### src/wifi_tx_pkg.sv
package wifi_tx_pkg;

	// ====================
	// Default build values.
	// ====================

	// Spatial lanes running in lockstep.
	localparam int DEF_LANES = 4;
	// Rate-1/2 header bits that bypass puncturing.
	localparam int DEF_HEADER_BITS = 48;
	// Bits held per lane FIFO.
	localparam int DEF_FIFO_DEPTH = 1024;

	// ====================
	// Rate-3/4 drop pattern.
	// ====================

	localparam int PUNCT_PERIOD = 6;
	// Fourth and fifth bit of every group of six.
	localparam int PUNCT_DROP_FIRST = 3;
	localparam int PUNCT_DROP_SECOND = 4;
	localparam int PAT_W = $clog2(PUNCT_PERIOD);

	// ====================
	// Scrambler and byte packing.
	// ====================

	// Polynomial x^7 + x^4 + 1.
	localparam int SCR_W = 7;
	localparam int SCR_TAP_HI = 6;
	localparam int SCR_TAP_LO = 3;
	localparam int BYTE_W = 8;

	typedef logic [15:0] count_t;
	typedef logic [SCR_W-1:0] scr_state_t;
	typedef logic [PAT_W-1:0] pat_t;

endpackage

### src/symbol_packer.sv
`timescale 1ns/1ps

module symbol_packer #(
	parameter int LANES = wifi_tx_pkg::DEF_LANES
) (
	input logic clk,
	input logic reset,
	input logic [LANES-1:0] rd_valid,
	input logic [LANES-1:0] rd_bit,
	output logic out_valid,
	output logic out_last,
	output logic [LANES*wifi_tx_pkg::BYTE_W-1:0] out_data
);

	import wifi_tx_pkg::*;

	localparam int CNT_W = $clog2(BYTE_W);

	// Lanes run in lockstep, lane 0 stands for all.
	logic bit_valid;
	logic bit_valid_d;
	logic frame_end;
	// Bits in the byte under construction, shared by all lanes.
	logic [CNT_W-1:0] bit_cnt;
	// A full byte waits for the next bit or the frame end.
	logic pending;
	logic [BYTE_W-1:0] shreg [LANES];
	logic [LANES*BYTE_W-1:0] held;
	logic send_full;

	assign bit_valid = rd_valid[0];
	assign frame_end = bit_valid_d & ~bit_valid;
	// Held byte goes out when the next bit shows up.
	assign send_full = bit_valid & pending;

	// Lane 0 in the lowest byte.
	for (genvar l = 0; l < LANES; l++)
	begin : g_flat
		assign held[l*BYTE_W +: BYTE_W] = shreg[l];
	end

	// ====================
	// Byte framing control.
	// ====================

	always_ff @(posedge clk or negedge reset)
	begin
		if (!reset)
		begin
			bit_valid_d <= 1'b0;
			bit_cnt <= '0;
			pending <= 1'b0;
			out_valid <= 1'b0;
			out_last <= 1'b0;
		end
		else
		begin
			bit_valid_d <= bit_valid;
			if (bit_valid)
			begin
				out_valid <= pending;
				out_last <= 1'b0;
				// Wraps to zero after the eighth bit.
				bit_cnt <= bit_cnt + 1'b1;
				pending <= (bit_cnt == CNT_W'(BYTE_W - 1));
			end
			else if (frame_end)
			begin
				// Flush of a full or partial byte.
				out_valid <= 1'b1;
				out_last <= 1'b1;
				bit_cnt <= '0;
				pending <= 1'b0;
			end
			else
			begin
				out_valid <= 1'b0;
				out_last <= 1'b0;
			end
		end
	end

	// Bit k of a byte lands at position k.
	always_ff @(posedge clk)
	begin
		if (send_full || frame_end)
			out_data <= held;
		if (bit_valid)
		begin
			for (int l = 0; l < LANES; l++)
			begin
				// New byte clears upper bits, giving zero padding.
				if (bit_cnt == '0)
					shreg[l] <= BYTE_W'(rd_bit[l]);
				else
					shreg[l][bit_cnt] <= rd_bit[l];
			end
		end
	end

	// Every lane keeps the same count, so reads stay aligned.
	a_lanes_aligned : assert property (@(posedge clk) disable iff (!reset)
		rd_valid == {LANES{rd_valid[0]}});

endmodule

### config.mk
export PLATFORM = sky130hd
export DESIGN_NAME = symbol_packer
export DESIGN_NICKNAME = d
export VERILOG_FILES = /design/src/wifi_tx_pkg.sv /design/src/symbol_packer.sv
export SDC_FILE = /design/constraint.sdc
export NUM_CORES = 1
export LEC_CHECK = 0
export ABC_CLOCK_PERIOD_IN_PS = 1790
export BUFFER_PORTS_ARGS = -buffer_cell sky130_fd_sc_hd__buf_2
export CAP_MARGIN = 5
export CORE_ASPECT_RATIO = 1.1
export CORE_MARGIN = 5
export CORE_UTILIZATION = 35
export DETAILED_ROUTE_END_ITERATION = 6
export SLEW_MARGIN = 20
export SYNTH_ARGS = -nofsm -noshare
export SYNTH_HDL_FRONTEND = slang
export SYNTH_SLANG_ARGS = --single-unit
### constraint.sdc
create_clock -name clk -period 1.79 [get_ports clk]
set_input_delay 0.358 -clock clk [delete_from_list [all_inputs] [get_ports clk]]
set_output_delay 0.358 -clock clk [all_outputs]
set_load 0.02 [all_outputs]
**Word level (Yosys, flattened, before mapping)**

Memory sizes are Yosys's and may differ from the RTL's. A register that Yosys moved wholly into a read port is not among the register bits.
Index checks and enable logic that the tools add are counted.

- Register bits: 7
- Bits in writable memories: 32
- Input bits: 10
- Output and inout bits: 34
- Word-level logic and storage cells: 96
- Memories kept: 1

Memories:

| name | words | width | rd ports | clocked after memory_dff | write ports | RTL line | RTL |
|---|---|---|---|---|---|---|---|
| shreg | 4 | 8 | 4 | 4 | 4 | symbol_packer.sv:27 | `logic [BYTE_W-1:0] shreg [LANES];` |

- Add/subtract/negate cells: 1
- Order comparisons: 2
- Equal/unequal tests: 1
- Multiplexer cells: 47
- Bitwise logic cells: 35
- Reductions and logical operators: 4

Operator list:

| kind | number |
|---|---|
| 1-bit 2-to-1 mux | 43 |
| 1-bit bitwise OR | 32 |
| 8-bit 2-to-1 mux | 1 |
| 3-bit 2-to-1 mux | 2 |
| 3-bit by 4-bit < comparator with 1-bit output (second input constant) | 1 |
| 3-bit by 1-bit adder with 3-bit output (second input constant) | 1 |
| 1-bit demux with 3-bit select | 1 |
| 3-bit == test (second input constant) | 1 |
| 3-bit by 1-bit >= comparator with 1-bit output (second input constant) | 1 |
| 3-bit logical NOT | 1 |
| 1-bit AND | 2 |
| 2-bit nonzero test | 1 |
| 1-bit logical AND | 1 |
| 1-bit logical OR | 1 |
| 1-bit NOT | 1 |

**Longest topological paths before layout**

- Depth after elaboration: 6
- Mapped depth: 6
- Mapped depth without buffers: 4

**Worst setup path before layout**

OpenSTA, ideal clock, no wires.

- Kind: register to register
- Start point: register bit_cnt[0]
- End point: memory shreg[0][0] (enable)
- Setup time: 0.339 ns
- Arrival time: 1.278 ns
- Required time: 1.451 ns
- Path slack: 0.172 ns
- Stages on the path, launching flop included: 7
- Buffers on the path: 2
- Period minus slack after synthesis: 1.618 ns
- Cell sequence: dfrtp_1 > buf_2 > inv_1 > ha_1 > clkbuf_2 > inv_1 > a21oi_1

RTL lines:

| element | RTL line | RTL |
|---|---|---|
| start: declaration | symbol_packer.sv:24 | `logic [CNT_W-1:0] bit_cnt;` |
| start signal: assignment | symbol_packer.sv:64 | `bit_cnt <= bit_cnt + 1'b1;` |
| end: declaration | symbol_packer.sv:27 |  |

==> reports/results.ini <==
[cts]
clock-root-buffer=clkbuf_8
htree_levels=3
cts_resized=0
cts-buffers-inserted=9
cts_tree=done
clkTransAtPathRegs_ns=0.07
post_cts_buffers=0
clk_path_buf_depth=2
clock_latency_ns=0.34
cts.sinks=71

[layout]
final_nets=215
antenna_cells=0
syn2layout_area_growth_pct=20.5
drive_gt1_share_pct=31.1
fillers=689

[sta]
finalSetupViolCount=0
period_needed_ns=1.48
finalClockSkew_ns=0.00806
rsz0062_at_grt=no
worst_pin_slew_ns=0.393
hold_viol_final=0
relSlewSlack_pct=73.8
fmax_mhz=675
holdWs_ns=0.270
totalNegativeSetupSlack_ns=0
period_share_pct=82.7
final_max_slew_viol_count=0

[yosys]
synth_nets=161
synth.distinct_cells=29
synth-seq-area-share_pct=80.3
synth_ff_type=edfxtp_1
async_flop_share_pct=9.86
synthTopCellsByCount=edfxtp_1, and2_1, and3_1, nand2b_1, dfrtp_1
synth_most_common_cell=edfxtp_1
synthCells=148
synth-seq-cells=71
syn_area_mm2=0.00261
synth_area_leaders=edfxtp_1, dfrtp_1, and2_1
synth_edf_count=64
synth_top_area_share_pct=73.6
yosys_warnings=0
yosysTopAreaCell=edfxtp_1
avgSynthCellArea_um2=17.6

[die]
core_mm2=0.00735
die_area_mm2=0.00929
die_x_um=92.3
ios=44
start_util_pct=35.5
dieHeight_um=101
rows=33

[power]
power_density_mw_per_mm2=1160
ir_drop_uv=334
p_leak_nw=1.23

[placed_design]
gp_congestion=0.706
hpwl_um=2780
port_buffers=40

[critical_path]
cpLargestDelayFamily=flip-flops
crit_chain=buf_4, or2_1, a21oi_1
cp_data_required_time_ns=1.79
cp_max_fo=16
crit_path_end_kind=register
max_stage_delay_ns=0.38
start_kind=register
cp_slowest_cell=dfrtp_1
critPathArrivalTime_ns=1.48
path_class=register to register
path_buf_inv=1

[grt]
grt_usage_pct=10.2
grt.overflow.total=0
grt_max_degree=33
grt_pass1_wl_um=7040
grt_pass1_vias=1391
antenna_found_initial=0

[routing]
firstDrtPassIters=4
drt-initial-drc-count=47
wl_um=4230
ant_nets=0
drc=0
vias_per_cell=4.66
vias=1364
wl_per_cell_um=14.4

[job]
maxCapViolCount=0

[outcome]
status=finished, final reports clean

[worst_hold_path]
min_path_type=primary input to register

[flip-flops by register name, indices dropped and copies added, names as in the netlist]
name and cells:
out_data 32, shreg 32, bit_cnt 3, bit_valid_d 1, out_last 1, out_valid 1, pending 1
[kinds of logic (layout without fill, tap and decap cells)]
family	after synthesis	count (layout)	synth area share, %
adder cells (fa/ha/maj)	3	3	1.44
AO/OA/AOI/OAI	10	10	2.25
AND/OR/NAND/NOR	53	53	13.7
multiplexers	1	1	0.431
flip-flops	71	71	80.3
buffers and inverters	10	68	1.82
[power breakdown]
part	switching (mW)	internal (mW)	leakage [nW]	total [mW]
logic	0.274	0.150	0.450	0.424
clock network	0.539	0.616	0.0853	1.15
registers	0.0581	2.01	0.698	2.07
total	0.871	2.78	1.23	3.65
[per-layer routing]
metal / wire length [µm] / part of all wire, % / track usage, % / up-vias
met2: 2010 / 47 / 15.9 / 38
li1: - / - / - / 661
met4: 127 / 3.0 / 5.49 / 0
met3: 276 / 6.5 / 5.23 / 12
met5: 0 / 0 / 0 / -
met1: 1820 / 43 / 11.3 / 653
[path summary, 6_finish.rpt]
kind                            cells after the start  slack [ns]   startpoint      endpoint
worst max register to register                      3        0.31   bit_cnt[0]   shreg[0][0]
worst min-delay path                                1        0.27    rd_bit[2]   shreg[2][0]
max in group asynchronous                           2        1.26        reset    bit_cnt[1]
worst min register to register                      0        0.42  shreg[1][4]  out_data[12]
min in group asynchronous                           2        0.37        reset     out_valid
worst max-delay path                                3        0.31   bit_cnt[0]   shreg[0][0]
[area by class of cell]
| cell class | count | area (µm²) | share of cell area (%) |
|---|---|---|---|
| clock buffers | 9 | 124 | 3.94 |
| well taps | 87 | 109 | 3.46 |
| flip-flops and latches | 71 | 2100 | 66.7 |
| clock inverters | 6 | 52.6 | 1.67 |
| repair buffers | 49 | 283 | 8.99 |
| multi-input cells | 67 | 465 | 14.8 |
| inverters | 4 | 15.0 | 0.477 |
[what timing repair did]
| item | 4_1_cts | 5_1_grt |
|---|---|---|
| hold buffers | 1 | 0 |
| endpoints found under the setup margin | 0 | 0 |
| hold endpoints to repair | 7 | 0 |
[per-stage QoR]
| step | instance area, µm² | total power [mW] | cells | util [%] | setup WS, ns |
|---|---|---|---|---|---|
| 2_1_floorplan | 2610 | 2.37 | 148 | - | 0.172 |
| 3_3_place_gp | 2960 | 2.52 | 277 | 40.3 | 0.309 |
| 3_5_place_dp | 2960 | 2.54 | 277 | 40.3 | 0.296 |
| 4_1_cts | 3150 | 3.69 | 293 | 42.8 | 0.293 |
| 5_1_grt | 3150 | 3.82 | 293 | 42.8 | 0.164 |
| 6_report | 3150 | 3.65 | 293 | 42.8 | 0.310 |
[placed cells by master (no fill, tap or decap), types with 2 or more instances in the layout]
master    netlist  final
nand2_1         4      4
buf_2           2     40
buf_4           1      7
nor4b_2         3      3
dfrtp_1         7      7
clkinv_1        0      4
edfxtp_1       64     64
inv_1           4      4
and2_1         13     13
nor2_1          4      4
a21oi_1         4      4
and3_1          8      8
o21ai_0         3      3
nand2b_1        8      8
nor2b_1         2      2
clkbuf_8        0      9
and4b_1         2      2
nor3_1          2      2
ha_1            3      3
Power figures use the tool's default switching activity.
