<file path="src/wifi_tx_pkg.sv">
package wifi_tx_pkg;

	// ====================
	// Default build values.
	// ====================

	// Spatial lanes running in lockstep.
	localparam int DEF_LANES = 4;
	// Rate-1/2 header bits that bypass puncturing.
	localparam int DEF_HEADER_BITS = 48;
	// Bits held per lane FIFO.
	localparam int DEF_FIFO_DEPTH = 1024;

	// ====================
	// Rate-3/4 drop pattern.
	// ====================

	localparam int PUNCT_PERIOD = 6;
	// Fourth and fifth bit of every group of six.
	localparam int PUNCT_DROP_FIRST = 3;
	localparam int PUNCT_DROP_SECOND = 4;
	localparam int PAT_W = $clog2(PUNCT_PERIOD);

	// ====================
	// Scrambler and byte packing.
	// ====================

	// Polynomial x^7 + x^4 + 1.
	localparam int SCR_W = 7;
	localparam int SCR_TAP_HI = 6;
	localparam int SCR_TAP_LO = 3;
	localparam int BYTE_W = 8;

	typedef logic [15:0] count_t;
	typedef logic [SCR_W-1:0] scr_state_t;
	typedef logic [PAT_W-1:0] pat_t;

endpackage

</file>
<file path="src/bit_fifo.sv">
`timescale 1ns/1ps

module bit_fifo #(
	parameter int DEPTH = wifi_tx_pkg::DEF_FIFO_DEPTH
) (
	input logic clk,
	input logic reset,
	input logic we,
	input logic wr_bit,
	input logic re,
	output logic rd_bit,
	output logic rd_valid
);

	localparam int AW = (DEPTH > 1) ? $clog2(DEPTH) : 1;
	localparam int CW = $clog2(DEPTH + 1);

	logic mem [DEPTH];
	logic [AW-1:0] wr_ptr;
	logic [AW-1:0] rd_ptr;
	// Occupancy.
	logic [CW-1:0] count;

	// Pointer advance with wrap at DEPTH.
	function automatic logic [AW-1:0] ptr_next(input logic [AW-1:0] ptr);
		return (ptr == AW'(DEPTH - 1)) ? '0 : ptr + 1'b1;
	endfunction

	// ====================
	// Pointers and count.
	// ====================

	always_ff @(posedge clk or negedge reset)
	begin
		if (!reset)
		begin
			wr_ptr <= '0;
			rd_ptr <= '0;
			count <= '0;
			rd_valid <= 1'b0;
		end
		else
		begin
			if (we)
				wr_ptr <= ptr_next(wr_ptr);
			if (re)
				rd_ptr <= ptr_next(rd_ptr);
			if (we && !re)
				count <= count + 1'b1;
			else if (re && !we)
				count <= count - 1'b1;
			// Read data lands one cycle after re.
			rd_valid <= re;
		end
	end

	// Storage and registered read port.
	always_ff @(posedge clk)
	begin
		if (we)
			mem[wr_ptr] <= wr_bit;
		if (re)
			rd_bit <= mem[rd_ptr];
	end

	a_no_overflow : assert property (@(posedge clk) disable iff (!reset)
		we |-> (count != CW'(DEPTH)));
	a_no_underflow : assert property (@(posedge clk) disable iff (!reset)
		re |-> (count != '0));

endmodule

</file>
<file path="src/puncture_control.sv">
`timescale 1ns/1ps

module puncture_control #(
	parameter int HEADER_BITS = wifi_tx_pkg::DEF_HEADER_BITS
) (
	input logic clk,
	input logic reset,
	input logic valid_in,
	input logic data_in,
	output logic we,
	output logic re,
	output logic data_out
);

	import wifi_tx_pkg::*;

	// Bits written to the FIFO this frame.
	count_t kept_cnt;
	// Remaining reads in the burst.
	count_t out_cnt;
	// Position inside the group of six.
	pat_t pat_cnt;
	logic in_header;
	logic drop_pos;
	logic keep;

	// ====================
	// Keep or drop decision.
	// ====================

	// Header length counts kept bits, all of them kept there.
	assign in_header = (kept_cnt < count_t'(HEADER_BITS));
	assign drop_pos = (pat_cnt == pat_t'(PUNCT_DROP_FIRST)) ||
		(pat_cnt == pat_t'(PUNCT_DROP_SECOND));
	assign keep = valid_in && (in_header || !drop_pos);

	// ====================
	// Counters and strobes.
	// ====================

	always_ff @(posedge clk or negedge reset)
	begin
		if (!reset)
		begin
			we <= 1'b0;
			re <= 1'b0;
			kept_cnt <= '0;
			out_cnt <= '0;
			pat_cnt <= '0;
		end
		else if (valid_in)
		begin
			// Dropped bits leave we low.
			we <= keep;
			re <= 1'b0;
			if (keep)
				kept_cnt <= kept_cnt + 1'b1;
			// Pattern steps only after the header.
			if (!in_header)
			begin
				if (pat_cnt == pat_t'(PUNCT_PERIOD - 1))
					pat_cnt <= '0;
				else
					pat_cnt <= pat_cnt + 1'b1;
			end
		end
		else
		begin
			we <= 1'b0;
			// Next frame restarts the pattern.
			pat_cnt <= '0;
			if (out_cnt == '0)
			begin
				// First idle cycle loads the burst length.
				out_cnt <= kept_cnt;
				re <= 1'b0;
			end
			else
			begin
				// One read per cycle.
				kept_cnt <= '0;
				out_cnt <= out_cnt - 1'b1;
				re <= 1'b1;
			end
		end
	end

	// Bit that goes with the write strobe.
	always_ff @(posedge clk)
	begin
		if (keep)
			data_out <= data_in;
	end

	// Readout burst must end before the next frame arrives.
	a_no_read_in_frame : assert property (@(posedge clk) disable iff (!reset)
		!(re && valid_in));

endmodule

</file>
<file path="src/puncture_lane.sv">
`timescale 1ns/1ps

module puncture_lane #(
	parameter int HEADER_BITS = wifi_tx_pkg::DEF_HEADER_BITS,
	parameter int FIFO_DEPTH = wifi_tx_pkg::DEF_FIFO_DEPTH
) (
	input logic clk,
	input logic reset,
	input logic valid_in,
	input logic data_in,
	output logic rd_valid,
	output logic rd_bit
);

	// Write strobe and kept bit toward the FIFO.
	logic lane_we;
	logic lane_bit;
	// Burst read strobe.
	logic lane_re;

	// ====================
	// Puncture controller.
	// ====================

	puncture_control #(
		.HEADER_BITS(HEADER_BITS)
	) i_puncture_control (
		.clk(clk),
		.reset(reset),
		.valid_in(valid_in),
		.data_in(data_in),
		.we(lane_we),
		.re(lane_re),
		.data_out(lane_bit)
	);

	// ====================
	// Kept-bit store.
	// ====================

	// Holds a whole frame until the burst.
	bit_fifo #(
		.DEPTH(FIFO_DEPTH)
	) i_bit_fifo (
		.clk(clk),
		.reset(reset),
		.we(lane_we),
		.wr_bit(lane_bit),
		.re(lane_re),
		.rd_bit(rd_bit),
		.rd_valid(rd_valid)
	);

endmodule

</file>
<file path="config.mk">
export PLATFORM = sky130hd
export DESIGN_NAME = puncture_lane
export DESIGN_NICKNAME = d
export VERILOG_FILES = /design/src/wifi_tx_pkg.sv /design/src/bit_fifo.sv /design/src/puncture_control.sv /design/src/puncture_lane.sv
export SDC_FILE = /design/constraint.sdc
export NUM_CORES = 2
export LEC_CHECK = 0
export BUFFER_PORTS_ARGS = -buffer_cell sky130_fd_sc_hd__buf_2
export CORE_UTILIZATION = 31
export DETAILED_ROUTE_END_ITERATION = 10
export GPL_TIMING_DRIVEN = 0
export HOLD_SLACK_MARGIN = 0.1
export RECOVER_POWER = 50
export SETUP_SLACK_MARGIN = 0.5
export SYNTH_ARGS = -nofsm -noshare
export SYNTH_HDL_FRONTEND = slang
export SYNTH_SLANG_ARGS = --single-unit
</file>
<file path="constraint.sdc">
create_clock -name clk -period 16.7 [get_ports clk]
set_input_delay 0.835 -clock clk [delete_from_list [all_inputs] [get_ports clk]]
set_output_delay 0.835 -clock clk [all_outputs]
set_load 0.005 [all_outputs]
</file>
# After elaboration in Yosys (flattened, before gate mapping)
# Memory sizes are Yosys's and may differ from the RTL's. A register that Yosys moved wholly into a read port is not among the register bits.
# Index checks and enable logic that the tools add are counted.
dict set report totals {
  wordCells 44
  input_bits 4
  output_inout_bits 2
  reg_bits 59
  mem_count 1
  ram_bits 1024
}
dict set report op_classes {
  n_eq_ne 8
  reduce_logical 6
  addsub 5
  muxes 14
  order_cmp 1
}
# name depth width read_ports rd_ports_with_merged_regs write_ports line
set mem_list {}
lappend mem_list {i_bit_fifo.mem 1024 1 1 1 1 bit_fifo.sv:18} ;# logic mem [DEPTH];
# cell n
set ops {}
lappend ops {{16-bit two-way mux} 4}
lappend ops {{10-bit by 1-bit adder with 10-bit output, second input constant} 2}
lappend ops {{10-bit equality test, second input constant} 2}
lappend ops {{10-bit two-way mux} 2}
lappend ops {{16-bit by 1-bit adder with 16-bit output, second input constant} 1}
lappend ops {{16-bit zero test} 1}
lappend ops {{16-bit by 6-bit < comparator with 1-bit output, second input constant} 1}
lappend ops {{16-bit by 1-bit subtractor with 16-bit output, second input constant} 1}
lappend ops {{3-bit two-way mux} 3}
lappend ops {{3-bit equality test, second input constant} 2}
lappend ops {{1-bit two-way mux} 5}
lappend ops {{2-bit != test, second input constant} 2}
lappend ops {{3-bit by 1-bit adder with 3-bit output, second input constant} 1}
lappend ops {{3-bit by 2-bit equality test with 1-bit output, second input constant} 1}
lappend ops {{1-bit logical OR} 2}
lappend ops {{2-bit by 1-bit != test with 1-bit output, second input constant} 1}
lappend ops {{2-bit AND reduction} 1}
lappend ops {{1-bit logical AND} 1}
lappend ops {{1-bit zero test} 1}

# Depth between registers and ports, before layout
dict set report depth {
  ltp_word 7
  depth_mapped 13
  ltp_nobuf 10
}

# Cells and area by module
# Synthesis repeated with hierarchy kept, for this count alone.
dict set report hier_totals {
  cells_unflattened 3467
  area_unflattened_um2 47867.2
}
# mod cells_each instances seq_area_each_um2 area_each_um2
set modules_own_cells {}
lappend modules_own_cells {bit_fifo 3224 1 31305.0 45697.6}
lappend modules_own_cells {puncture_control 243 1 955.9 2169.6}

# Worst setup path before layout
# No wires, ideal clock.
dict set report synth_timing {
  path_kind {register to register}
  startpoint {register i_puncture_control.data_out}
  endpoint {memory i_bit_fifo.mem[0], data pin}
  slack_ns 2.012
  setup_time_ns 2.671
  path_buffers 0
  path_stages_with_launch 1
  required_time_ns 14.029
  t_arrival_ns 12.017
  synth_period_minus_slack_ns 14.688
  path_cell_list {edfxtp_1}
}
# element line
set synth_rtl {}
lappend synth_rtl {{start, declared} puncture_control.sv:12} ;# output logic data_out
lappend synth_rtl {{start signal, assigned} puncture_control.sv:92} ;# data_out <= data_in;
lappend synth_rtl {{end, declared} bit_fifo.sv:18}
# Straight into the memory's write port.

# Final worst setup path
dict set report layout_timing {
  startpoint {register i_puncture_control.data_out}
  endpoint {memory i_bit_fifo.mem[122], data pin}
}
# Straight into the memory's write port.

==> summary.md <==
| Metric | Value |
|---|---|
| GRT Overall Usage | `0.211` |
| DR WL met3 | `21200 um` |
| LEAKAGE | `16.0 nW` |
| R2R cell count | `6` |
| Worst EP arrival | `7.59 ns` |
| Setup bufs post-CTS | `0` |
| Async set or reset register ratio after synthesis | `0.0535` |
| Largest fanout on the critical path | `32` |
| Final min period | `7.24 ns` |
| Pre-CTS WS | `11.79 ns` |
| Critical Path Sink Type | `flop` |
| Vias in the first global route | `29.8k` |
| RSZ-0062 raised after global routing | `false` |
| Fin cells | `5634` |
| Met1 wire length | `61100 um` |
| Die height | `393 um` |
| WS Path Type | `flop to flop` |
| Post-synth top flop | `edfxtp_1` |
| Yosys cell types | `63` |
| Fin util | `0.354` |
| Syn Nets | `3367` |
| Grt ovf | `0` |
| Met2 wire len | `73200 um` |
| Worst Skew | `0.0330 ns` |
| TritonCTS clock tree | `built` |
| Fin crit share | `0.434` |
| Area share of the largest cell type after synthesis | `0.651` |
| Worst slew margin | `-1.53` |
| DRT Pass-1 Iters | `7` |
| Post-DP HPWL | `105000 um` |
| Largest net degree at the start of global routing | `59` |
| Failing checks | `max-capacitance violations, max-slew violations` |
| WL/cell | `29.2 um` |
| Syn_area_per_cell | `14.1 um2` |
| Commonest non-fill, non-tap cells in the layout | `1094 x nor2_1, 1026 x edfxtp_1, 290 x clkbuf_1` |
| Mapped Area | `47300 um2` |
| Iteration-0 DRC Markers | `5409` |
| F_max | `138 MHz` |
| WP data required | `17.06 ns` |
| Syn-to-layout area delta | `13.4%` |
| Worst hold path stage count | `1` |
| Actual slew at the worst max-slew pin | `3.80 ns` |
| Slew Limit Fails | `81` |
| CTS buffer count | `111` |
| Clock tree sinks | `1084` |
| Pwr dens | `137 nW/um2` |
| H-tree depth | `3` |
| Die W | `393 um` |
| Post-DR vias/cell | `5.54` |
| Clk Latency, worst-skew pair | `0.75 ns` |
| Post-synthesis cell count | `3355` |
| Starting density of the core | `0.312` |
| Clk slew on worst S/H paths | `0.06 ns` |
| Layout cells sized above 1 | `0.133` |
| Post-route setup TNS | `0 ns` |
| Total power | `7.36 mW` |
| Critical path endpoint | `i_bit_fifo.mem[122]` |
| Clock root buffer | `clkbuf_16` |
| Fin worst setup slack | `9.46 ns` |
| Highest routed metal layer | `met5` |
| Cts-stage hold buffer count | `0` |
| Wirelength, routed | `164000 um` |
| Reg2Reg Setup Slack | `9.46 ns` |
| Final hold violations | `0` |
| Drt drc | `0` |
| Placeable Area | `152000 um2` |
| Most common cell after layout, fill and taps aside | `nor2_1` |
| Worst setup SP type | `flop` |
| # Max-Cap Violations | `3` |
| Row Count | `143` |
| Placed cells | `5426` |
| Largest buffer count on any clock path | `3` |
| Synthesized flop and latch total | `1084` |
| # fillers | `14.8k` |
| Setup Viol. Count Final | `0` |
| Cell accounting for the most synthesized area | `edfxtp_1` |
| Post-synth EDFFs | `1026` |
| Yosys warning count | `0` |
| Outcome | `complete, but fails checks` |
| Hold Crit Class | `input pin to flop` |
| Gpl congestion | `0.964` |
| VDD IR max | `90.5 uV` |
| I/O pin cnt | `6` |
| FF-to-FF End | `i_bit_fifo.mem[122]` |
| Largest cells by area after synthesis | `edfxtp_1 65%, mux4_2 11%, nor2_1 8.7%` |
| Detail Route Antenna Nets | `0` |
| CTS-repair resized insts | `0` |
| First-pass GRT wire length | `227000 um` |
| Crit Reg-Reg Startpoint | `i_puncture_control.data_out` |
| Die area | `154000 um2` |
| Port Buffers | `5` |
| Register area share after synthesis | `0.681` |
| Initial antenna violation count | `5` |
| Fin nets | `3521` |
| Vias | `31.2k` |
| Critical Path Start | `i_puncture_control.data_out` |
## synthesized netlist by cell type, types with 20 or more instances
cell	n
clkbuf_1	225
inv_1	23
buf_1	26
dfrtp_1	58
a22oi_1	22
nor2_1	1096
buf_2	22
nand2_1	130
edfxtp_1	1026
mux4_2	233
mux2i_1	83
o21ai_0	32
a221oi_1	26
mux2_2	20
nand3_1	26
a21oi_1	42
## cells by family after synthesis
group | after synthesis | synth area share
muxes | 340 | 0.135
xor gates and xnor gates | 23 | 0.00426
AOI/OAI and AO/OA | 211 | 0.0311
and+or+nand+nor | 1357 | 0.114
DFF | 1084 | 0.681
buffers and inverters | 332 | 0.0317
adders and majority gates | 8 | 0.00211
## power breakdown
| group | leakage (nW) | switching (mW) | total (mW) | internal [mW] |
|---|---|---|---|---|
| logic | 4.28 | 1.33 | 1.86 | 0.533 |
| registers | 9.97 | 0.0368 | 3.04 | 3.01 |
| clock network | 1.71 | 1.10 | 2.46 | 1.36 |
| total | 16.0 | 2.46 | 7.36 | 4.90 |
## routing by layer
layer | global-route usage | vias up
met2 | 0.322 | 2090
met1 | 0.274 | 16100
met3 | 0.0637 | 424
li1 | - | 12600
met5 | 0 | -
met4 | 0.102 | 2
## final cells by class
type,count,area [um2],share of cell area
Timing Repair Buffer,41,240,0.00448
Tap cell,2030,2540,0.0473
Buffer,306,1420,0.0264
Multi-Input combinational cell,1939,13600,0.253
Clock buffer,149,2970,0.0554
Clock inverter,57,549,0.0102
Antenna cell,2,5.00,0.0000933
Inverter,26,97.6,0.00182
Sequential cell,1084,32300,0.601
## worst min-delay path by stage
stage | start | end | slack, ns
3_3_place_gp | i_puncture_control.out_cnt[9] | i_puncture_control.out_cnt[9] | 0.49
4_1_cts | reset | i_puncture_control.out_cnt[11] | 0.19
6_report | data_in | i_puncture_control.data_out | 0.32
5_1_grt | data_in | i_puncture_control.data_out | 0.31
3_5_place_dp | i_puncture_control.out_cnt[9] | i_puncture_control.out_cnt[9] | 0.51
2_1_floorplan | i_puncture_control.out_cnt[9] | i_puncture_control.out_cnt[9] | 0.47
## per-stage QoR
| step | cell area [um2] | hold slack [ns] |
|---|---|---|
| after floorplan | 47300 | 0.474 |
| final | 53700 | 0.324 |
| after global placement | 49900 | 0.493 |
| after global routing | 53700 | 0.310 |
| after CTS | 54400 | 0.194 |
| after detailed placement | 50900 | 0.508 |
## flip-flops by register name (all words and copies together) (netlist names)
register and flops:
i_puncture_control.data_out 1, i_puncture_control.kept_cnt 16, i_bit_fifo.rd_bit 1, i_bit_fifo.rd_ptr 10, i_puncture_control.pat_cnt 3, i_puncture_control.out_cnt 16, i_bit_fifo.mem 1024, i_bit_fifo.rd_valid 1
i_puncture_control.we 1, i_puncture_control.re 1, i_bit_fifo.wr_ptr 10
## critical path: stages, from the launching register on
cell      delay, ns
edfxtp_1       0.81
clkbuf_1       0.79
clkbuf_1       1.06
clkbuf_1       1.02
clkbuf_1       1.00
clkbuf_1       1.07
clkbuf_1       1.03
Note: power is estimated with default switching activity, not from simulation.
