<file path="config.mk">
export PLATFORM = sky130hd
export DESIGN_NAME = tx_scrambler
export DESIGN_NICKNAME = d
export VERILOG_FILES = /design/src/wifi_tx_pkg.sv /design/src/tx_scrambler.sv
export SDC_FILE = /design/constraint.sdc
export NUM_CORES = 1
export LEC_CHECK = 0
export BUFFER_PORTS_ARGS = -buffer_cell sky130_fd_sc_hd__buf_2
export CORE_MARGIN = 2
export CORE_UTILIZATION = 59
export CTS_CLUSTER_DIAMETER = 50
export CTS_CLUSTER_SIZE = 24
export DETAILED_ROUTE_END_ITERATION = 12
export HOLD_SLACK_MARGIN = 0.06
export PLACE_DENSITY_LB_ADDON = 0.1
export SYNTH_ARGS = -nofsm -noshare
export SYNTH_HDL_FRONTEND = slang
export SYNTH_SLANG_ARGS = --single-unit
export TNS_END_PERCENT = 30
</file>
<file path="constraint.sdc">
create_clock -name clk -period 3.5 [get_ports clk]
set_input_delay 0.525 -clock clk [delete_from_list [all_inputs] [get_ports clk]]
set_output_delay 0.525 -clock clk [all_outputs]
set_load 0.01 [all_outputs]
</file>
<file path="src/wifi_tx_pkg.sv">
package wifi_tx_pkg;

	// ====================
	// Default build values.
	// ====================

	// Spatial lanes running in lockstep.
	localparam int DEF_LANES = 4;
	// Rate-1/2 header bits that bypass puncturing.
	localparam int DEF_HEADER_BITS = 48;
	// Bits held per lane FIFO.
	localparam int DEF_FIFO_DEPTH = 1024;

	// ====================
	// Rate-3/4 drop pattern.
	// ====================

	localparam int PUNCT_PERIOD = 6;
	// Fourth and fifth bit of every group of six.
	localparam int PUNCT_DROP_FIRST = 3;
	localparam int PUNCT_DROP_SECOND = 4;
	localparam int PAT_W = $clog2(PUNCT_PERIOD);

	// ====================
	// Scrambler and byte packing.
	// ====================

	// Polynomial x^7 + x^4 + 1.
	localparam int SCR_W = 7;
	localparam int SCR_TAP_HI = 6;
	localparam int SCR_TAP_LO = 3;
	localparam int BYTE_W = 8;

	typedef logic [15:0] count_t;
	typedef logic [SCR_W-1:0] scr_state_t;
	typedef logic [PAT_W-1:0] pat_t;

endpackage

</file>
<file path="src/tx_scrambler.sv">
`timescale 1ns/1ps

module tx_scrambler #(
	parameter int LANES = wifi_tx_pkg::DEF_LANES
) (
	input logic clk,
	input logic reset,
	input logic in_valid,
	input logic [LANES-1:0] in_data,
	input wifi_tx_pkg::scr_state_t seed,
	output logic scr_valid,
	output logic [LANES-1:0] scr_data
);

	import wifi_tx_pkg::*;

	// First cycle of a frame.
	logic frame_start;
	// Seed twice, so a slice gives any rotation.
	logic [2*SCR_W-1:0] seed_dup;
	scr_state_t state [LANES];
	// State used for the current bit.
	scr_state_t cur_state [LANES];
	logic [LANES-1:0] fb;
	logic [LANES-1:0] scr_bit;

	// scr_valid doubles as the delayed in_valid.
	assign frame_start = in_valid & ~scr_valid;
	assign seed_dup = {seed, seed};

	// ====================
	// Per-lane feedback.
	// ====================

	for (genvar l = 0; l < LANES; l++)
	begin : g_lane
		// Lane l starts from seed rotated left by l.
		localparam int ROT = l % SCR_W;

		assign cur_state[l] = frame_start ? seed_dup[2*SCR_W-1-ROT -: SCR_W] : state[l];
		assign fb[l] = cur_state[l][SCR_TAP_HI] ^ cur_state[l][SCR_TAP_LO];
		assign scr_bit[l] = in_data[l] ^ fb[l];
	end

	// Valid level, one cycle behind the input.
	always_ff @(posedge clk or negedge reset)
	begin
		if (!reset)
			scr_valid <= 1'b0;
		else
			scr_valid <= in_valid;
	end

	// State shifts left with feedback into bit 0.
	always_ff @(posedge clk)
	begin
		if (in_valid)
		begin
			for (int l = 0; l < LANES; l++)
				state[l] <= {cur_state[l][SCR_W-2:0], fb[l]};
			scr_data <= scr_bit;
		end
	end

	// An all-zero seed would leave the scrambler stuck.
	a_seed_nonzero : assert property (@(posedge clk) disable iff (!reset)
		frame_start |-> (seed != '0));

endmodule

</file>
Yosys cells after proc, flatten, opt, wreduce, memory -nomap -nowiden
Memory sizes are Yosys's and may differ from the RTL's.
Cells that the tools add are included.
- register bits after elaboration: 5
- memories kept: 1
- word-level logic and storage cells: 19
- output and inout port bits: 5
- memory bits (writable): 28
- bitwise operators: 10
- mux-type cells: 6
- memory list (memory ; words ; bits a word ; rd ports ; clocked after memory_dff ; write ports ; RTL line ; source):
    state ; 4 ; 7 ; 4 ; 0 ; 4 ; tx_scrambler.sv:21 ; scr_state_t state [LANES];
- operators by type and width (cell ; number):
    $mux 7 ; 4
    $xor 1x1->1 ; 8
    $mux 1 ; 2
    $and 1x1->1 ; 1
    $not 1->1 ; 1

Longest topological paths before layout
Gate-level depths: netlist of the first run.
- depth in word-level cells: 5
- depth in mapped cells: 5
- gate-level depth less buffers: 3

Least setup slack after synthesis of the first run
OpenSTA, ideal clock, no wires.
- kind: in2reg
- start: input in_valid
- end: register scr_data[0] (data pin)
- data arrival time: 1.009 ns
- stages on the path: 4
- setup slack: 2.232 ns
- path buffers: 1
- cells stage by stage: nand2b_4 -> buf_6 -> mux2i_2 -> xnor2_1
- longest elaborated chain between the ends: 4
- RTL lines (item ; RTL line ; source):
    start, declared ; tx_scrambler.sv:8 ; input logic in_valid,
    $and 1x1->1 ; tx_scrambler.sv:28 ; assign frame_start = in_valid & ~scr_valid;
    $mux 7 ; tx_scrambler.sv:40 ; assign cur_state[l] = frame_start ? seed_dup[2*SCR_W-1-ROT -: SCR_W] : state[l];
    $xor 1x1->1 ; tx_scrambler.sv:41 ; assign fb[l] = cur_state[l][SCR_TAP_HI] ^ cur_state[l][SCR_TAP_LO];
    $xor 1x1->1 ; tx_scrambler.sv:42 ; assign scr_bit[l] = in_data[l] ^ fb[l];
    named net scr_bit[0] ; tx_scrambler.sv:25 ; logic [LANES-1:0] scr_bit;
    end signal, assigned ; tx_scrambler.sv:61 ; scr_data <= scr_bit;
    end, declared ; tx_scrambler.sv:12 ; output logic [LANES-1:0] scr_data
The timed path passes the listed nets, and every way through them passes these cells.
A chain may end at the register's enable or synchronous reset.

Worst setup path in the final report of the first run
- start: register scr_valid
- end: output scr_valid
- RTL lines (item ; RTL line ; source):
    start, declared ; tx_scrambler.sv:11 ; output logic scr_valid,
    start signal, assigned ; tx_scrambler.sv:51 ; scr_valid <= in_valid;
No word-level cell between the ends.

==> run summary, run 1 <==
Post-Layout Cell Count - 166
RSZ-0062 raised after global routing - no
Crit Path Class - reg -> out
Clk pin slew, worst setup/hold paths - 0.09 ns
Hold Fails Final Rpt - 0
Worst Reg-to-Reg Cells - 3
Total routed wirelength - 2.34 mm
Post-synth cell types - 11
FF-to-FF End - scr_data[1]
CTS Buf Count - 5
Minimum clock period after layout - 1.41 ns
CP max-delay cell - dfrtp_1
Worst Path Arrival - 0.88 ns
Yosys warns - 0
Core area - 2230 µm²
Final net count - 151
Outcome - finished, violations left
Drt pass-1 iters - 8
Clock skew - 0.00505 ns
Via count - 827
Placed cell count - 157
CP required - 2.97 ns
R2R setup slack - 2.11 ns
Hold Crit Class - in -> reg
Vias in the first global route - 825
Detailed placement HPWL - 1.59 mm
Ant diodes - 0
Commonest cells after routing, fill and taps aside - 55 x nand2_1, 32 x edfxtp_1, 18 x buf_2
Maximum operating frequency - 710 MHz
Static Leakage - 0.718 nW
Starting density of the core - 63.1%
GR Overflow Total - 0
Num rows - 17
Worst-Skew Late Latency - 0.33 ns
Worst path cell trace - buf_2
Failing checks - DRC
Power Density - 497 nW/µm²
Clock Sinks - 33
Drt drc - 1
CP Launch Type - flip-flop
Setup Fix Bufs, Post-CTS - 0
Crit path capture type - output pin
Largest net degree at the start of global routing - 35
TNS Setup - 0 ns
Vias per cell - 4.98
Mapped Avg Cell Area - 12.5 µm²
Worst hold path endpoint - scr_data[2]
Crit path max-delay family - flip-flops
IO Port Bufs - 18
Crit path buffers/inverters - 1
Slew Limit Fails - 0
Fin crit share - 40.2%
First-pass GRT wire length - 3.71 mm
Initial antenna violation count - 0
Synth Instances - 113
Setup WS post-layout - 2.09 ns
Hold path start - in_data[2]
Syn nets - 127
Clock tree buffer depth - 2
CTS tree - done
Iter 0 DRT Violations - 22
Fillers - 184
Final instance area - 1580 µm²
Hold depth - 2
Share of layout cells above drive strength 1 - 21.0%
Worst Tran Pin Value - 0.410 ns
DP Worst Slack - 1.76 ns
CP max stage delay - 0.41 ns
Clock root buffer - clkbuf_4
Worst R2R Start - scr_valid
Antenna Nets Post-Route - 0
Die Wd - 52.9 µm
Chip height - 52.9 µm
Worst vdd rail ir drop - 362 µV
Final Setup Violations - 0
Number of H-tree levels - 2
Worst-path fanout max - 3
Flops & latches, synth - 33
Post-synthesis sequential area ratio - 69.9%
Post-DP Area - 1520 µm²
DR WL/cell - 14.1 µm
Synthesized area - 1410 µm²
GP Congestion - 0.744
Synth-to-layout area growth - 12.1%
Max Cap Viol - 0
Slew headroom - 72.7%
Most common cell after layout, fill and taps aside - nand2_1
Global Route Usage Sum - 20.3%
Die area - 2800 µm²
Io pins - 19
## layout make-up
type / instances / area, µm² / share of cell area [%]
Sequential cell: 33 / 986 / 62.4
Inverter: 4 / 15.0 / 0.950
Timing Repair Buffer: 20 / 108 / 6.81
Multi-Input combinational cell: 73 / 388 / 24.5
Tap cell: 28 / 35.0 / 2.22
Clock buffer: 8 / 48.8 / 3.09
## routing by layer
metal / part of all wire [%] / global-route usage [%] / vias to the layer above / routed length, µm
met5: 0 / 0 / - / 0
met4: 1.7 / 11.5 / 0 / 40
met3: 5.2 / 5.93 / 6 / 121
met2: 48 / 30.8 / 18 / 1130
met1: 45 / 25.9 / 384 / 1060
li1: - / - / 419 / -
## logic make-up after synthesis
logic type / count (synthesis) / share of synthesized area [%]
xor gates and xnor gates: 12 / 7.45
buffers and inverters: 7 / 2.57
DFF: 33 / 69.9
muxes: 4 / 3.90
and+or+nand+nor: 57 / 16.1
## metrics by stage
step	utilization [%]	power (W)	hold WS, ns
after floorplan	-	0.000561	0.229
after global placement	68.1	0.000593	0.300
after detailed placement	68.1	0.000597	0.300
after CTS	70.8	0.000790	0.480
after global routing	70.8	0.000819	0.473
final	70.8	0.000785	0.486
## worst max-delay path by stage
stage | startpoint | endpoint | slack (ns) | depth (start not counted)
2_1_floorplan | in_valid | scr_data[0] | 2.23 | 4
3_3_place_gp | in_valid | state[2][3] | 1.81 | 5
3_5_place_dp | in_valid | state[2][3] | 1.76 | 5
4_1_cts | scr_valid | scr_valid | 2.08 | 1
5_1_grt | in_valid | state[2][3] | 1.96 | 5
6_report | scr_valid | scr_valid | 2.09 | 1
## sequential cells by signal, indices dropped and copies added, names as in the netlist
register and count:
state 28, scr_data 4, scr_valid 1
## Yosys cell counts (all sizes together)
library cell | number | share of area [%]
mux2i | 4 | 3.9
xor2 | 8 | 5.0
xnor2 | 4 | 2.5
dfrtp | 1 | 1.8
nand2b | 1 | 0.98
and2b | 1 | 0.53
inv | 4 | 1.1
nand2 | 55 | 15
buf | 3 | 1.5
edfxtp | 32 | 68
## power breakdown
part / switching [W] / leakage, nW / internal [W]
logic: 0.0000573 / 0.364 / 0.0000412
clock network: 0.000116 / 0.0265 / 0.0000800
registers: 0.0000109 / 0.328 / 0.000480
## repair_timing
item / in CTS / in global routing
endpoints found under the hold margin: 1 / 0
hold buffers: 1 / 0
resized for setup: 0 / 0
Power figures use the tool's default switching activity.
==> run 2, diff against run 1 <==
--- a/config.mk
+++ b/config.mk
@@ -7,7 +7,7 @@
 export LEC_CHECK = 0
 export BUFFER_PORTS_ARGS = -buffer_cell sky130_fd_sc_hd__buf_2
 export CORE_MARGIN = 2
-export CORE_UTILIZATION = 59
+export CORE_UTILIZATION = 55
 export CTS_CLUSTER_DIAMETER = 50
 export CTS_CLUSTER_SIZE = 24
 export DETAILED_ROUTE_END_ITERATION = 12
==> constraint.sdc (replaced) <==
create_clock -name clk -period 1.3 [get_ports clk]
set_input_delay 0.195 -clock clk [delete_from_list [all_inputs] [get_ports clk]]
set_output_delay 0.195 -clock clk [all_outputs]
set_load 0.01 [all_outputs]
==> run 2 against run 1 <==
  * The run now ends clean
  * Worst hold slack worse by 0.35 ns
  * Highest routed layer unchanged
  * Utilization down 4.4 points
  * Via count up 4.6%
  * Largest cell class unchanged
  * Power rose to 2.7 times the previous value
  * Cell area up 3.1%
  * Final cell count up 4.2%
  * Register-to-register slack worse by 2.1 ns
  * Wire length up 5.0%
  * Flip-flop and latch count unchanged
==> run summary, run 2 (synthesis gave the netlist of run 1 again) <==
Outcome - finished, final reports clean (was finished, violations left)
Via count - 865 (was 827)
Detailed placement HPWL - 1.71 mm (was 1.59 mm)
Iter 0 DRT Violations - 14 (was 22)
Largest net degree at the start of global routing - 26 (was 35)
Total routed wirelength - 2.46 mm (was 2.34 mm)
CP required - 1.40 ns (was 2.97 ns)
Most common cell after layout, fill and taps aside - nand2_1 (unchanged)
Power Density - 1310 nW/µm² (was 497 nW/µm²)
RSZ-0062 raised after global routing - yes (was no)
Vias per cell - 5.00 (was 4.98)
Core area - 2450 µm² (was 2230 µm²)
Drt drc - 0 (was 1)
Starting density of the core - 57.4% (was 63.1%)
CP Launch Type - flip-flop (unchanged)
Number of H-tree levels - 2 (unchanged)
Die Wd - 54.6 µm (was 52.9 µm)
Clock Sinks - 33 (unchanged)
Slew Limit Fails - 0 (unchanged)
Max Cap Viol - 0 (unchanged)
GP Congestion - 0.766 (was 0.744)
Share of layout cells above drive strength 1 - 26.6% (was 21.0%)
Crit Path Class - reg -> reg (was reg -> out)
CTS tree - done (unchanged)
Crit path max-delay family - simple AND/OR/NAND/NOR gates (was flip-flops)
Num rows - 18 (was 17)
CTS Buf Count - 5 (unchanged)
Worst-path fanout max - 7 (was 3)
Final net count - 156 (was 151)
Sequential Power Share - 62.2% (was 62.5%)
Hold Crit Class - in -> async (was in -> reg)
Max reg flops - 28 (unchanged)
CP max-delay cell - dfrtp_1 (unchanged)
Io pins - 19 (unchanged)
Switching share of power - 24.6% (was 23.5%)
Global Route Usage Sum - 19.3% (was 20.3%)
Die area - 2980 µm² (was 2800 µm²)
Int Pwr - 0.00161 W (was 0.000601 W)
DP Worst Slack - 0.0804 ns (was 1.76 ns)
DR WL/cell - 14.2 µm (was 14.1 µm)
Clock power frac - 24.8% (was 25.0%)
CP max stage delay - 0.39 ns (was 0.41 ns)
Vias in the first global route - 819 (was 825)
Synth-to-layout area growth - 15.5% (was 12.1%)
Area occupied by multi-input gates - 403 µm² (was 388 µm²)
Register Area - 986 µm² (unchanged)
Comb power frac - 13.0% (was 12.5%)
Slew headroom - 79.1% (was 72.7%)
Worst Path Arrival - 1.35 ns (was 0.88 ns)
First-pass GRT wire length - 3.72 mm (was 3.71 mm)
Setup Fix Bufs, Post-CTS - 0 (unchanged)
Fin crit share - 96.8%
Fillers - 187 (was 184)
Worst-Skew Late Latency - 0.34 ns (was 0.33 ns)
Drt pass-1 iters - 5 (was 8)
Setup WS post-layout - 0.0412 ns (was 2.09 ns)
TNS Setup - 0 ns (unchanged)
Minimum clock period after layout - 1.26 ns
Antenna Nets Post-Route - 0 (unchanged)
Worst path cell trace - buf_4, and2b_2, nand2_1, nand2_1 (was buf_2)
Maximum operating frequency - 794 MHz
Clock root buffer - clkbuf_4 (unchanged)
Initial antenna violation count - 0 (unchanged)
Clk pin slew, worst setup/hold paths - 0.10 ns (was 0.09 ns)
Crit path capture type - flip-flop (was output pin)
Sw Pwr - 0.000526 W (was 0.000184 W)
Static Leakage - 0.744 nW (was 0.718 nW)
Worst vdd rail ir drop - 820 µV (was 362 µV)
Worst Tran Pin Value - 0.313 ns (was 0.410 ns)
Crit path buffers/inverters - 1 (unchanged)
Biggest regs - state (28), scr_data (4), scr_valid (1) (unchanged)
Most flops, register - state (unchanged)
Clock tree buffer depth - 2 (unchanged)
Most frequent CP cell - nand2_1
Clock skew - 0.00765 ns (was 0.00505 ns)
IO Port Bufs - 18 (unchanged)
Hold Fails Final Rpt - 0 (unchanged)
Chip height - 54.6 µm (was 52.9 µm)
Ant diodes - 0 (unchanged)
GR Overflow Total - 0 (unchanged)
Final Setup Violations - 0 (unchanged)
Commonest cells after routing, fill and taps aside - 53 x nand2_1, 32 x edfxtp_1, 18 x buf_2 (was 55 x nand2_1, 32 x edfxtp_1, 18 x buf_2)
## run 2: cell count changes in the layout (fill, tap and decap cells not counted)
cell	previous run	this run
nand2_1	55	53
clkinv_1	0	2
nand2_2	0	2
nand2b_2	0	1
and2b_1	1	0
clkbuf_1	3	0
buf_4	1	5
clkinv_2	0	1
and2b_2	0	1
## run 2: worst paths after layout
check / startpoint / depth (start not counted) / slack, ns / endpoint
min reg2reg: state[2][1] / 2 / 0.52 / state[2][2]
min in group clk: in_data[0] / 2 / 0.14 / scr_data[0]
max reg2reg: scr_valid / 4 / 0.04 / state[1][4]
max: scr_valid / 4 / 0.04 / state[1][4]
min: reset / 2 / 0.14 / scr_valid
max in group asynchronous: reset / 2 / 1.08 / scr_valid
## run 2: power groups by stage
stage	Combinational, W	Sequential, W	Clock [W]
5_1_grt	0.000314	0.00133	0.000597
3_3_place_gp	0.000262	0.00135	0
6_report	0.000278	0.00133	0.000529
2_1_floorplan	0.000158	0.00135	0
3_5_place_dp	0.000271	0.00135	0
4_1_cts	0.000274	0.00133	0.000556
## run 2: area by class of cell
class / instances / area share (%)
inverter: 4 / 0.922
timing repair buffer: 24 / 8.45
clock buffer: 5 / 2.30
clock inverter: 3 / 0.768
multi-input combinational: 74 / 24.7
sequential: 33 / 60.5
tap: 30 / 2.30
## run 2: repair_timing
item                                    in CTS  in global routing
endpoints found under the setup margin       0                  6
gates resized for setup                      0                  3
endpoints found under the hold margin        1                  0
hold buffers                                 1                  0
## run 2: through the flow
step	hold WS [ns]	util (%)	cell area (µm²)	std cells	power, W
floorplan	-0.101	-	1410	113	0.00151
global placement	-0.0290	63.3	1550	163	0.00161
detailed placement	-0.0291	63.3	1550	163	0.00162
CTS	0.124	65.7	1610	172	0.00216
global route	0.140	66.4	1630	173	0.00225
finish	0.140	66.4	1630	173	0.00213
## run 2: per-layer routing
layer,GRT usage [%],vias up,part of all wire [%],wire length [µm]
met3,7.65,6,5.7,140
li1,-,429,-,-
met2,28.0,18,48,1190
met4,8.75,0,1.6,40
met5,0,-,0,0
met1,25.4,412,44,1090
